[config.mk]
export PLATFORM = sky130hd
export DESIGN_NAME = soc_interconnect
export DESIGN_NICKNAME = d
export VERILOG_FILES = /design/src/source/mem_map_pkg.sv /design/src/source/mem_access_pkg.sv /design/src/source/tlb_cache.sv /design/src/source/addr_router.sv /design/src/source/load_aligner.sv /design/src/source/tohost_unit.sv /design/src/source/boot_loader_ctrl.sv /design/src/source/soc_interconnect.sv
export VERILOG_INCLUDE_DIRS = /design/src /design/src/source
export SDC_FILE = /design/constraint.sdc
export NUM_CORES = 1
export LEC_CHECK = 0
export BUFFER_PORTS_ARGS = -buffer_cell sky130_fd_sc_hd__buf_4
export CORE_MARGIN = 4
export CORE_UTILIZATION = 30
export CTS_CLUSTER_DIAMETER = 40
export DETAILED_ROUTE_END_ITERATION = 16
export PLACE_DENSITY_LB_ADDON = 0.08
export SLEW_MARGIN = 5
export SYNTH_ARGS = -nofsm -noshare
export SYNTH_HDL_FRONTEND = slang
export SYNTH_SLANG_ARGS = --single-unit
[constraint.sdc]
create_clock -name CLK -period 3.65 [get_ports CLK]
set_clock_uncertainty 0.15 [all_clocks]
set_input_delay 0.1825 -clock CLK [delete_from_list [all_inputs] [get_ports CLK]]
set_output_delay 0.1825 -clock CLK [all_outputs]
set_load 0.005 [all_outputs]
[src/source/interconnect_consts.svh]
/*
 * Interconnect constants: host command address, DRAM line width,
 * translation cache size, page number and device offset widths.
 */
`ifndef INTERCONNECT_CONSTS_SVH
`define INTERCONNECT_CONSTS_SVH

// physical address of the host command register
`define TOHOST_ADDR 32'h40008000

// one DRAM line holds four words
`define LINE_BITS 128

// translation cache size, power of two
`define TLB_ENTRIES 4

// sv32 page numbers
`define VPN_BITS 20
`define PPN_BITS 20

// device offset seen by PLIC, CLINT and framebuffer
`define OFFSET_MASK_BITS 27

`endif

[src/source/mem_map_pkg.sv]
/*
 * Memory map types: addresses, words, DRAM lines, page numbers
 * and the region code held in the top address nibble.
 */
`default_nettype none
`include "interconnect_consts.svh"

package mem_map_pkg;

    typedef logic [31:0] addr_t;
    typedef logic [31:0] word_t;
    typedef logic [`LINE_BITS-1:0] line_t;

    typedef logic [`VPN_BITS-1:0] vpn_t;
    typedef logic [`PPN_BITS-1:0] ppn_t;

    // top address nibble, other codes are unmapped
    typedef enum logic [3:0] {
        REGION_DRAM_LO = 4'h0,
        REGION_VIRTIO  = 4'h4,
        REGION_PLIC    = 4'h5,
        REGION_CLINT   = 4'h6,
        REGION_DRAM_HI = 4'h8
    } region_e;

    // virtio sub-device of the simple framebuffer
    localparam logic [3:0] VIRT_FB = 4'h5;

endpackage

`default_nettype wire

[src/source/mem_access_pkg.sv]
/*
 * Access types: load/store width codes, host commands written
 * to the tohost register and the boot loader states.
 */
`default_nettype none

package mem_access_pkg;

    // funct3 of RISC-V loads and stores
    typedef enum logic [2:0] {
        F3_B  = 3'b000,
        F3_H  = 3'b001,
        F3_W  = 3'b010,
        F3_BU = 3'b100,
        F3_HU = 3'b101
    } funct3_e;

    // upper half of the tohost word
    typedef enum logic [15:0] {
        CMD_NONE       = 16'h0000,
        CMD_POWER_OFF  = 16'h0002,
        CMD_PRINT_CHAR = 16'h0101
    } host_cmd_e;

    typedef enum logic {
        BOOT_LOAD = 1'b0,
        BOOT_DONE = 1'b1
    } boot_state_e;

endpackage

`default_nettype wire

[src/source/tlb_cache.sv]
/*
 * Direct-mapped translation cache. Combinational lookup of a VPN,
 * fill and flush take effect at the next clock edge.
 */
`timescale 1ns/1ps
`default_nettype none
`include "interconnect_consts.svh"

module tlb_cache #(
    parameter int ENTRIES = `TLB_ENTRIES
) (
    input  wire                CLK,
    input  wire                i_rst,
    input  wire                i_flush,
    input  wire                i_we,
    input  wire mem_map_pkg::vpn_t i_wvpn,
    input  wire mem_map_pkg::vpn_t i_lookup_vpn,
    input  wire mem_map_pkg::ppn_t i_wppn,
    output mem_map_pkg::ppn_t  o_ppn,
    output logic               o_hit
);
    import mem_map_pkg::*;

    // ENTRIES must be a power of two for the index split
    localparam int IDX_BITS = $clog2(ENTRIES);
    localparam int TAG_BITS = `VPN_BITS - IDX_BITS;

    logic [TAG_BITS-1:0] r_tag [ENTRIES];
    ppn_t                r_ppn [ENTRIES];
    logic [ENTRIES-1:0]  r_valid;

    logic [IDX_BITS-1:0] w_ridx;
    logic [TAG_BITS-1:0] w_rtag;
    logic [IDX_BITS-1:0] w_widx;
    logic [TAG_BITS-1:0] w_wtag;

    assign w_ridx = i_lookup_vpn[IDX_BITS-1:0];
    assign w_rtag = i_lookup_vpn[`VPN_BITS-1:IDX_BITS];
    assign w_widx = i_wvpn[IDX_BITS-1:0];
    assign w_wtag = i_wvpn[`VPN_BITS-1:IDX_BITS];

    assign o_ppn = r_ppn[w_ridx];
    assign o_hit = r_valid[w_ridx] && (r_tag[w_ridx] == w_rtag);

    // valid bits
    always_ff @(posedge CLK) begin
        if (i_rst || i_flush) begin
            r_valid <= '0;
        end else if (i_we) begin
            r_valid[w_widx] <= 1'b1;
        end
    end

    // tag and ppn storage
    always_ff @(posedge CLK) begin
        if (i_we) begin
            r_tag[w_widx] <= w_wtag;
            r_ppn[w_widx] <= i_wppn;
        end
    end

    // the fill agent never flushes and fills at once
    a_no_fill_on_flush: assert property (
        @(posedge CLK) disable iff (i_rst) !(i_we && i_flush)
    );

endmodule

`default_nettype wire

[src/source/addr_router.sv]
/*
 * Address router: picks the translated or raw address, decodes the
 * region, drives device strobes and the DRAM port, muxes read data.
 */
`timescale 1ns/1ps
`default_nettype none
`include "interconnect_consts.svh"

module addr_router (
    input  wire                          CLK,
    input  wire                          i_rst,
    input  wire mem_map_pkg::addr_t      i_addr,
    input  wire mem_map_pkg::word_t      i_wdata,
    input  wire                          i_we,
    input  wire                          i_re,
    input  wire mem_access_pkg::funct3_e i_ctrl,
    input  wire [1:0]                    i_priv,
    input  wire                          i_satp_on,
    input  wire mem_map_pkg::ppn_t       i_tlb_ppn,
    input  wire                          i_tlb_hit,
    input  wire                          i_init_done,
    input  wire mem_map_pkg::addr_t      i_loader_addr,
    input  wire mem_map_pkg::word_t      i_loader_data,
    input  wire                          i_loader_we,
    input  wire mem_map_pkg::word_t      i_plic_rdata,
    input  wire mem_map_pkg::word_t      i_clint_rdata,
    input  wire mem_map_pkg::word_t      i_fb_rdata,
    input  wire mem_map_pkg::word_t      i_dram_word,
    output mem_map_pkg::addr_t           o_paddr,
    output logic                         o_busy,
    output logic                         o_plic_we,
    output logic                         o_plic_re,
    output logic                         o_clint_we,
    output logic                         o_fb_we,
    output mem_map_pkg::word_t           o_dev_wdata,
    output mem_map_pkg::addr_t           o_dev_offset,
    output mem_map_pkg::addr_t           o_dram_addr,
    output mem_map_pkg::word_t           o_dram_wdata,
    output logic                         o_dram_we,
    output logic                         o_dram_re,
    output mem_access_pkg::funct3_e      o_dram_ctrl,
    output mem_map_pkg::word_t           o_rdata
);
    import mem_map_pkg::*;
    import mem_access_pkg::*;

    localparam logic [1:0] PRIV_M = 2'b11;

    logic    w_paging;
    logic    w_cpu_we;
    logic    w_cpu_re;
    logic    w_is_dram;
    region_e w_region;
    region_e r_region;
    logic [3:0] r_virt;

    // sv32 translation outside machine mode
    assign w_paging = i_satp_on && (i_priv != PRIV_M);
    assign o_paddr  = w_paging ? {i_tlb_ppn, i_addr[11:0]} : i_addr;

    // miss is a level, the cpu retries until the fill agent loads the entry
    assign o_busy = !i_init_done || (w_paging && !i_tlb_hit && (i_we || i_re));

    assign w_cpu_we  = i_we && !o_busy;
    assign w_cpu_re  = i_re && !o_busy;
    assign w_region  = region_e'(o_paddr[31:28]);
    assign w_is_dram = (w_region == REGION_DRAM_LO) || (w_region == REGION_DRAM_HI);

    // device strobes
    assign o_plic_we    = w_cpu_we && (w_region == REGION_PLIC);
    assign o_plic_re    = w_cpu_re && (w_region == REGION_PLIC);
    assign o_clint_we   = w_cpu_we && (w_region == REGION_CLINT);
    assign o_fb_we      = w_cpu_we && (w_region == REGION_VIRTIO) && (o_paddr[27:24] == VIRT_FB);
    assign o_dev_wdata  = i_wdata;
    assign o_dev_offset = {{(32-`OFFSET_MASK_BITS){1'b0}}, o_paddr[`OFFSET_MASK_BITS-1:0]};

    // loader owns DRAM until boot is done
    assign o_dram_addr  = i_init_done ? o_paddr : i_loader_addr;
    assign o_dram_wdata = i_init_done ? i_wdata : i_loader_data;
    assign o_dram_we    = i_init_done ? (w_cpu_we && w_is_dram) : i_loader_we;
    assign o_dram_re    = i_init_done && w_cpu_re && w_is_dram;
    assign o_dram_ctrl  = i_init_done ? i_ctrl : F3_W;

    // region of the access whose data returns next cycle
    always_ff @(posedge CLK) begin
        if (i_rst) begin
            r_region <= REGION_DRAM_LO;
            r_virt   <= 4'h0;
        end else begin
            r_region <= w_region;
            r_virt   <= o_paddr[27:24];
        end
    end

    always_comb begin
        case (r_region)
            REGION_PLIC:    o_rdata = i_plic_rdata;
            REGION_CLINT:   o_rdata = i_clint_rdata;
            REGION_VIRTIO:  o_rdata = (r_virt == VIRT_FB) ? i_fb_rdata : '0;
            REGION_DRAM_LO: o_rdata = i_dram_word;
            REGION_DRAM_HI: o_rdata = i_dram_word;
            default:        o_rdata = '0;
        endcase
    end

    a_one_dev_strobe: assert property (
        @(posedge CLK) disable iff (i_rst)
        $onehot0({o_plic_we, o_plic_re, o_clint_we, o_fb_we})
    );

endmodule

`default_nettype wire

[src/source/load_aligner.sv]
/*
 * DRAM load aligner: keeps the byte offset and width of the last
 * request and extracts the extended load word from the returned line.
 */
`timescale 1ns/1ps
`default_nettype none

module load_aligner (
    input  wire                          CLK,
    input  wire                          i_rst,
    input  wire                          i_capture,
    input  wire mem_map_pkg::addr_t      i_addr,
    input  wire mem_access_pkg::funct3_e i_ctrl,
    input  wire mem_map_pkg::line_t      i_line,
    output mem_map_pkg::word_t           o_word
);
    import mem_map_pkg::*;
    import mem_access_pkg::*;

    logic [3:0] r_off;
    funct3_e    r_ctrl;
    line_t      w_shifted;
    word_t      w_raw;

    always_ff @(posedge CLK) begin
        if (i_rst) begin
            r_off  <= 4'h0;
            r_ctrl <= F3_W;
        end else if (i_capture) begin
            r_off  <= i_addr[3:0];
            r_ctrl <= i_ctrl;
        end
    end

    // byte offset into the line
    assign w_shifted = i_line >> {r_off, 3'b000};
    assign w_raw     = w_shifted[31:0];

    always_comb begin
        case (r_ctrl)
            F3_B:    o_word = {{24{w_raw[7]}}, w_raw[7:0]};
            F3_BU:   o_word = {24'h0, w_raw[7:0]};
            F3_H:    o_word = {{16{w_raw[15]}}, w_raw[15:0]};
            F3_HU:   o_word = {16'h0, w_raw[15:0]};
            default: o_word = w_raw;
        endcase
    end

endmodule

`default_nettype wire

[src/source/tohost_unit.sv]
/*
 * Host command register. Print-char gives a one-cycle character
 * strobe, power-off raises a sticky finish flag.
 */
`timescale 1ns/1ps
`default_nettype none
`include "interconnect_consts.svh"

module tohost_unit (
    input  wire                     CLK,
    input  wire                     i_rst,
    input  wire mem_map_pkg::addr_t i_paddr,
    input  wire mem_map_pkg::word_t i_wdata,
    input  wire                     i_we,
    output logic                    o_char_we,
    output logic [7:0]              o_char_data,
    output logic                    o_finish
);
    import mem_map_pkg::*;
    import mem_access_pkg::*;

    word_t     r_tohost;
    host_cmd_e w_cmd;
    logic      w_hit;

    assign w_cmd = host_cmd_e'(r_tohost[31:16]);
    assign w_hit = i_we && (i_paddr == `TOHOST_ADDR);

    always_ff @(posedge CLK) begin
        if (i_rst) begin
            r_tohost  <= '0;
            o_char_we <= 1'b0;
            o_finish  <= 1'b0;
        end else begin
            o_char_we <= (w_cmd == CMD_PRINT_CHAR);
            if (w_cmd == CMD_POWER_OFF) begin
                o_finish <= 1'b1;
            end
            // a new write wins over the self clear
            if (w_hit) begin
                r_tohost <= i_wdata;
            end else if (w_cmd == CMD_PRINT_CHAR) begin
                r_tohost <= '0;
            end
        end
    end

    always_ff @(posedge CLK) begin
        if (w_cmd == CMD_PRINT_CHAR) begin
            o_char_data <= r_tohost[7:0];
        end
    end

endmodule

`default_nettype wire

[src/source/boot_loader_ctrl.sv]
/*
 * Boot loader control: tracks load and done states and sums the
 * loader data into a checksum while loading.
 */
`timescale 1ns/1ps
`default_nettype none

module boot_loader_ctrl (
    input  wire                     CLK,
    input  wire                     i_rst,
    input  wire                     i_loader_we,
    input  wire mem_map_pkg::word_t i_loader_data,
    input  wire                     i_loader_done,
    output logic                    o_init_done,
    output mem_map_pkg::word_t      o_checksum
);
    import mem_map_pkg::*;
    import mem_access_pkg::*;

    boot_state_e r_state;

    always_ff @(posedge CLK) begin
        if (i_rst) begin
            r_state    <= BOOT_LOAD;
            o_checksum <= '0;
        end else if (r_state == BOOT_LOAD) begin
            // wraps at 32 bits
            if (i_loader_we) begin
                o_checksum <= o_checksum + i_loader_data;
            end
            if (i_loader_done) begin
                r_state <= BOOT_DONE;
            end
        end
    end

    assign o_init_done = (r_state == BOOT_DONE);

    // loader stays silent once boot is done
    a_no_load_after_done: assert property (
        @(posedge CLK) disable iff (i_rst)
        (r_state == BOOT_DONE) |-> !i_loader_we
    );

endmodule

`default_nettype wire

[src/source/soc_interconnect.sv]
/*
 * Memory-side interconnect top: translation cache, router, load
 * aligner, host command unit and boot loader control.
 */
`timescale 1ns/1ps
`default_nettype none

module soc_interconnect (
    input  wire                          CLK,
    input  wire                          i_rst,
    // cpu data port
    input  wire mem_map_pkg::addr_t      i_addr,
    input  wire mem_map_pkg::word_t      i_wdata,
    input  wire                          i_we,
    input  wire                          i_re,
    input  wire mem_access_pkg::funct3_e i_ctrl,
    input  wire [1:0]                    i_priv,
    input  wire                          i_satp_on,
    output logic                         o_busy,
    output mem_map_pkg::word_t           o_rdata,
    // tlb fill
    input  wire                          i_tlb_we,
    input  wire                          i_tlb_flush,
    input  wire mem_map_pkg::vpn_t       i_tlb_vpn,
    input  wire mem_map_pkg::ppn_t       i_tlb_ppn,
    // devices
    output logic                         o_plic_we,
    output logic                         o_plic_re,
    output logic                         o_clint_we,
    output logic                         o_fb_we,
    output mem_map_pkg::word_t           o_dev_wdata,
    output mem_map_pkg::addr_t           o_dev_offset,
    input  wire mem_map_pkg::word_t      i_plic_rdata,
    input  wire mem_map_pkg::word_t      i_clint_rdata,
    input  wire mem_map_pkg::word_t      i_fb_rdata,
    // dram
    output mem_map_pkg::addr_t           o_dram_addr,
    output mem_map_pkg::word_t           o_dram_wdata,
    output logic                         o_dram_we,
    output logic                         o_dram_re,
    output mem_access_pkg::funct3_e      o_dram_ctrl,
    input  wire mem_map_pkg::line_t      i_dram_line,
    // loader
    input  wire mem_map_pkg::addr_t      i_loader_addr,
    input  wire mem_map_pkg::word_t      i_loader_data,
    input  wire                          i_loader_we,
    input  wire                          i_loader_done,
    // status
    output logic                         o_char_we,
    output logic [7:0]                   o_char_data,
    output logic                         o_finish,
    output logic                         o_init_done,
    output mem_map_pkg::word_t           o_checksum
);
    import mem_map_pkg::*;

    ppn_t  w_lookup_ppn;
    logic  w_tlb_hit;
    addr_t w_paddr;
    word_t w_dram_word;
    logic  w_capture;
    logic  w_host_we;

    assign w_capture = o_dram_re || o_dram_we;
    assign w_host_we = i_we && !o_busy;

    tlb_cache u_tlb (
        .CLK          (CLK),
        .i_rst        (i_rst),
        .i_flush      (i_tlb_flush),
        .i_we         (i_tlb_we),
        .i_wvpn       (i_tlb_vpn),
        .i_lookup_vpn (i_addr[31:12]),
        .i_wppn       (i_tlb_ppn),
        .o_ppn        (w_lookup_ppn),
        .o_hit        (w_tlb_hit)
    );

    addr_router u_router (
        .CLK (CLK), .i_rst (i_rst),
        .i_addr (i_addr), .i_wdata (i_wdata), .i_we (i_we), .i_re (i_re), .i_ctrl (i_ctrl),
        .i_priv (i_priv), .i_satp_on (i_satp_on),
        .i_tlb_ppn (w_lookup_ppn), .i_tlb_hit (w_tlb_hit),
        .i_init_done (o_init_done),
        .i_loader_addr (i_loader_addr), .i_loader_data (i_loader_data),
        .i_loader_we (i_loader_we),
        .i_plic_rdata (i_plic_rdata), .i_clint_rdata (i_clint_rdata),
        .i_fb_rdata (i_fb_rdata), .i_dram_word (w_dram_word),
        .o_paddr (w_paddr), .o_busy (o_busy),
        .o_plic_we (o_plic_we), .o_plic_re (o_plic_re),
        .o_clint_we (o_clint_we), .o_fb_we (o_fb_we),
        .o_dev_wdata (o_dev_wdata), .o_dev_offset (o_dev_offset),
        .o_dram_addr (o_dram_addr), .o_dram_wdata (o_dram_wdata),
        .o_dram_we (o_dram_we), .o_dram_re (o_dram_re), .o_dram_ctrl (o_dram_ctrl),
        .o_rdata (o_rdata)
    );

    load_aligner u_align (
        .CLK       (CLK),
        .i_rst     (i_rst),
        .i_capture (w_capture),
        .i_addr    (o_dram_addr),
        .i_ctrl    (o_dram_ctrl),
        .i_line    (i_dram_line),
        .o_word    (w_dram_word)
    );

    tohost_unit u_tohost (
        .CLK         (CLK),
        .i_rst       (i_rst),
        .i_paddr     (w_paddr),
        .i_wdata     (i_wdata),
        .i_we        (w_host_we),
        .o_char_we   (o_char_we),
        .o_char_data (o_char_data),
        .o_finish    (o_finish)
    );

    boot_loader_ctrl u_boot (
        .CLK           (CLK),
        .i_rst         (i_rst),
        .i_loader_we   (i_loader_we),
        .i_loader_data (i_loader_data),
        .i_loader_done (i_loader_done),
        .o_init_done   (o_init_done),
        .o_checksum    (o_checksum)
    );

endmodule

`default_nettype wire

# Yosys cells after proc, flatten, opt, wreduce, memory -nomap -nowiden
# Memory sizes are Yosys's and may differ from the RTL's.
# Index checks and enable logic that the tools add are counted.
# totals
reg_bits	94
ram_bits	152
in_bits	406
output_inout_bits	213
n_memories	2
# memory_table
memory	words	width	read_ports	rd_clocked_by_memory_dff	write_ports	line	text
u_tlb.r_ppn	4	20	1	0	1	tlb_cache.sv:29	ppn_t r_ppn [ENTRIES];
u_tlb.r_tag	4	18	1	0	1	tlb_cache.sv:28	logic [TAG_BITS-1:0] r_tag [ENTRIES];
# classes
addsub	1
order_cmp	3
n_eq_ne	18
n_shift	1
muxes	18
n_bitwise	2
n_reduce_logical	30
# ops
cell	n
one-hot mux 32 bit (4 select lines)	2
two-way mux 32 bit	6
>> shifter 128 x 7 -> 32 bit	1
adder 32 bit	1
== test 32 x 31 -> 1 bit (second input constant)	1
== test 4 x 3 -> 1 bit (second input constant)	8
== test 18 bit	1
== test 16 x 2 -> 1 bit (second input constant)	1
== test 16 x 9 -> 1 bit (second input constant)	1
logical AND 1 bit	16
== test 4 bit (second input constant)	2
logical NOT 4 bit	2
two-way mux 1 bit	7
== test 3 bit (second input constant)	2
less-than comparator 2 x 3 -> 1 bit (second input constant)	2
logical OR 1 bit	5
OR 4 bit	1
== test 3 x 1 -> 1 bit (second input constant)	1
logical NOT 1 bit	3
logical NOT 3 bit	1
two-way mux 3 bit	1
binary-select mux 1 bit (select 2 bit)	1
demux 1 bit (select 2 bit)	1
greater-or-equal comparator 2 x 1 -> 1 bit (second input constant)	1
other kinds (5)	5

# Logic depth before layout (Yosys ltp)
# depth
depth_word	12
depth_mapped	14
depth_no_buf	11

# Modules after synthesis
# Synthesis repeated with hierarchy kept, for this count alone.
# hier_totals
cells_unflattened	1640
area_unflattened_um2	17267.8
# by_module_without_submodules
module	instances	cells_each	area_each_um2	seq_area_each_um2
tlb_cache	1	250	5883.1	4644.5
load_aligner	1	439	3975.1	140.1
boot_loader_ctrl	1	402	3118.0	660.6
addr_router	1	388	2651.3	160.2
tohost_unit	1	159	1627.8	760.7
soc_interconnect	1	2	12.5	0.0

# Worst setup path before layout
# No wires, ideal clock.
# synth_timing
path_kind	input-to-reg
from	input port i_tlb_vpn[1]
to	memory u_tlb.r_ppn[0][0] (netlist name) (enable)
setup_ns	0.492
t_arrival_ns	3.071
required_ns	3.008
setup_slack_ns	-0.062
stages	1
path_buffers	0
cell_sequence	nor3b_1
# synth_lines
element	line	text
start, declared	soc_interconnect.sv:24	input wire mem_map_pkg::vpn_t i_tlb_vpn,
end, declared	tlb_cache.sv:29	
# No word-level cell before the write port.

# Worst setup path after layout
# layout_timing
from	memory u_tlb.r_tag[0][14] (netlist name)
to	output port o_fb_we
# layout_via
elab_chain_cells	11
# layout_lines
element	line	text
start, declared	tlb_cache.sv:28	
memory (4 x 18 bit)	n/a	
== test 18 bit	tlb_cache.sv:43	assign o_hit = r_valid[w_ridx] && (r_tag[w_ridx] == w_rtag);
logical AND 1 bit	tlb_cache.sv:43	
logical NOT 1 bit	addr_router.sv:62	assign o_busy = !i_init_done || (w_paging && !i_tlb_hit && (i_we || i_re));
logical AND 1 bit (2 in series)	addr_router.sv:62	
logical OR 1 bit	addr_router.sv:62	
logical NOT 1 bit	addr_router.sv:64	assign w_cpu_we = i_we && !o_busy;
logical AND 1 bit	addr_router.sv:64	
logical AND 1 bit (2 in series)	addr_router.sv:73	assign o_fb_we = w_cpu_we && (w_region == REGION_VIRTIO) && (o_paddr[27:24] == VIRT_FB);
end, declared	soc_interconnect.sv:30	output logic o_fb_we,
# Every way passes these cells.

==> results.cfg <==
[synth]
synth_edf_count = 160
yosys-top-cells-count = 160 x edfxtp_1, 138 x mux2i_1, 130 x nand2_1
async_flop_share_pct = 0
yosysUniqueCellTypes = 75
yosys.area.top_type = edfxtp_1
syn-cell-area_um2 = 16180
ys_seq_area_share_pct = 39.34
yosys_warnings = 0
synth-seq-cells = 238
syn_avg_cell_area_um2 = 10.82
synthTopCellsByArea = edfxtp_1 30%, mux4_2 11%, dfxtp_1 9.6%
synth.most_common_cell = edfxtp_1
netlist.area_leader.share_pct = 29.69
synthFlopType = edfxtp_1
netlist_instances = 1495

[global_routing]
grt_max_degree = 100
busiest_layer = met2
grt_pass1_wl_mm = 101.9
use_met3_pct = 5.242
grt_pass1_vias = 15354
overflow = 0
antenna_found_initial = 12
met2_usage_pct = 42.51
globalRouteTotalUtil_pct = 23.84
use_met1_pct = 28.00

[layout]
drive_above_1_share_pct = 43.26
syn_to_final_growth_pct = 46.68
nets = 2575
fillCellCount = 5047
fin_area_um2 = 23740
regArea_um2 = 6377
multiInputGateArea_um2 = 8877

[power]
power_leakage_nw = 9.964
p_int_mw = 6.864
p_comb_share_pct = 27.3
p_switching_mw = 2.959
vdd_drop_max_uv = 301.7
power.density_nw_per_um2 = 413.8
p_clk_share_pct = 41.1
p_total_mw = 9.823
p_sw_share_pct = 30.12
sequentialPowerShare_pct = 31.6

[clock_network]
clk-insertion-delay-late_ps = 550
cts.sink_count = 238
cts_tree = built
h-tree-depth = 2
clockBufferDepth = 3
cts_buffers = 44
clk_pin_slew_ps = 50
root_buffer = clkbuf_16

[timing]
timing.final.ws_setup_ps = -75.96
fmax_mhz = 268.4
hold_viol = 0
worst_pin_slew_ps = 1007
drv_slew = 0
rsz0062_at_grt = yes
maxSlewHeadroom_pct = 32.25
finalSetupTns_ps = -192.9
holdWs_ps = 39.16
setup_viol = 5
fin_crit_ps = 3726
period_share_pct = 102.1

[run_status]
violations = setup timing
status = finished with violations

[floorplan]
die_w_um = 240.3
pin_count = 619
chipHeight_um = 240.3
die-area_um2 = 57720
rows = 84
core_area_um2 = 52970
start_util_pct = 30.55

[worst_setup_path]
cp_slowest_cell = or4_4
start_kind = flip-flop
crit_fanout = 4
endpoint_kind = output port
crit_buf_inv = 3
setup.worst_path.class = flip-flop to output port
crit_chain = mux2_4 > a32o_1 > or4_4 > or4_4 > a2111oi_4 > buf_4 > o21ai_4 > nor4b_2 > buf_4 > buf_6
r2r_slack_ps = 370
crit_family = simple AND/OR/NAND/NOR gates
required_ps = 3320
cp_data_arrival_time_ps = 3390
cp_slowest_stage_delay_ps = 560

[run]
maxCapViolations = 0

[drt]
first_pass_iters = 6
drcViolationCount = 0
vias = 15154
drtIter0Drc = 1229
postRouteWirelength_mm = 73.80
drtAntennaViolNets = 0
avgRoutedWirePerCell_um = 25.74
viasPerCell = 5.286

[placement]
port-buffer-count = 613
dpl-instance-area_um2 = 21230
dp_hpwl_mm = 58.06
gp_congestion = 0.8957

[hold_path]
hp-class = primary input to flip-flop
-- path summary, 6_finish.rpt --
check / endpoint / from / depth (start not counted)
worst min register to register: u_tohost.o_char_data[5]$_DFFE_PP_ / u_tohost.r_tohost[5]$_SDFFE_PP0P_ / 0
worst min-delay path: u_boot.o_checksum[25]$_SDFFE_PP0P_ / i_loader_data[23] / 4
worst max-delay path: o_fb_we / u_tlb.r_tag[0][14]$_DFFE_PP_ / 10
worst max register to register: u_tohost.r_tohost[7]$_SDFFE_PP0P_ / u_tlb.r_tag[0][14]$_DFFE_PP_ / 11
-- what timing repair did --
item                                    CTS  global route
endpoints found under the hold margin   214             0
endpoints found under the setup margin    9            11
setup buffers                             3             1
cloned                                    0             2
hold buffers                             85             0
gates resized for setup                  13             5
pin swaps                                 4             3
-- power by group through the flow --
| stage | Combinational, mW | Sequential (mW) | Clock (mW) |
|---|---|---|---|
| floorplan | 1.34 | 3.12 | 0 |
| global placement | 2.58 | 3.16 | 0 |
| detailed placement | 2.58 | 3.16 | 0 |
| CTS | 2.68 | 3.11 | 4.13 |
| global route | 2.89 | 3.12 | 4.28 |
| finish | 2.68 | 3.10 | 4.04 |
-- area by class of cell --
type	count	area share [%]
diodes	6	0.06326
clock buffers	47	4.866
clock inverters	35	1.397
inverters	30	0.4902
multi-input cells	1065	37.40
flip-flops and latches	238	26.87
well taps	688	3.627
repair buffers	758	25.29
-- worst min-delay path, stage by stage --
cell	delay, ps
buf_4	90
ha_1	240
nand4_1	110
nand3b_1	80
-- kinds of logic (layout without fill, tap and decap cells) --
group | after synthesis | after routing | share of synthesized area (%)
AO/OA/AOI/OAI | 339 | 339 | 14.54
XOR/XNOR | 31 | 31 | 1.678
adder cells (fa/ha/maj) | 32 | 32 | 2.521
buffers and inverters | 196 | 870 | 6.410
flip-flops | 238 | 238 | 39.34
multiplexers | 284 | 284 | 24.43
other | 1 | 11 | 0.02317
AND/OR/NAND/NOR | 374 | 374 | 11.06
-- layout by cell type, fill, tap and decap left out, drive strengths merged, types with 11 or more instances in the layout --
master / n
buf: 671
edfxtp: 160
mux2i: 138
nand2: 130
nor2: 92
dlygate4sd3: 85
a21oi: 85
mux4: 82
dfxtp: 78
o21ai: 69
mux2: 64
clkbuf: 49
inv: 44
a222oi: 32
ha: 31
a211oi: 26
nand3: 22
xor2: 19
nor2b: 19
and2: 17
nor3: 16
a21o: 15
nand2b: 14
nand4: 14
clkinv: 13
o211ai: 12
xnor2: 12
a31oi: 11
o21a: 11
nor4: 11
-- sequential cells by signal (all words and copies together), names as in the netlist --
register / flops
u_align.r_ctrl: 3
u_tlb.r_valid: 4
u_boot.o_init_done: 1
u_router.r_region: 4
u_tohost.r_tohost: 24
u_tlb.r_tag: 72
u_tohost.o_char_we: 1
u_tlb.r_ppn: 80
u_align.r_off: 4
u_boot.o_checksum: 32
u_tohost.o_char_data: 8
u_tohost.o_finish: 1
u_router.r_virt: 4
-- metal layers --
layer	share of wire, %	wire length [um]
met3	6.7	4961
met5	0.046	34
met1	39	28560
met4	3.6	2686
met2	51	37560
-- per-stage QoR --
step / worst slack, ps / cells / util, %
final: -75.96 / 2867 / 44.81
after global routing: -227.1 / 2867 / 44.81
after CTS: -216.2 / 2858 / 44.63
after detailed placement: -66.65 / 2688 / 40.08
after global placement: -68.36 / 2688 / 40.08
after floorplan: 525.2 / 1499 / -
(Power assumes the default switching activity.)
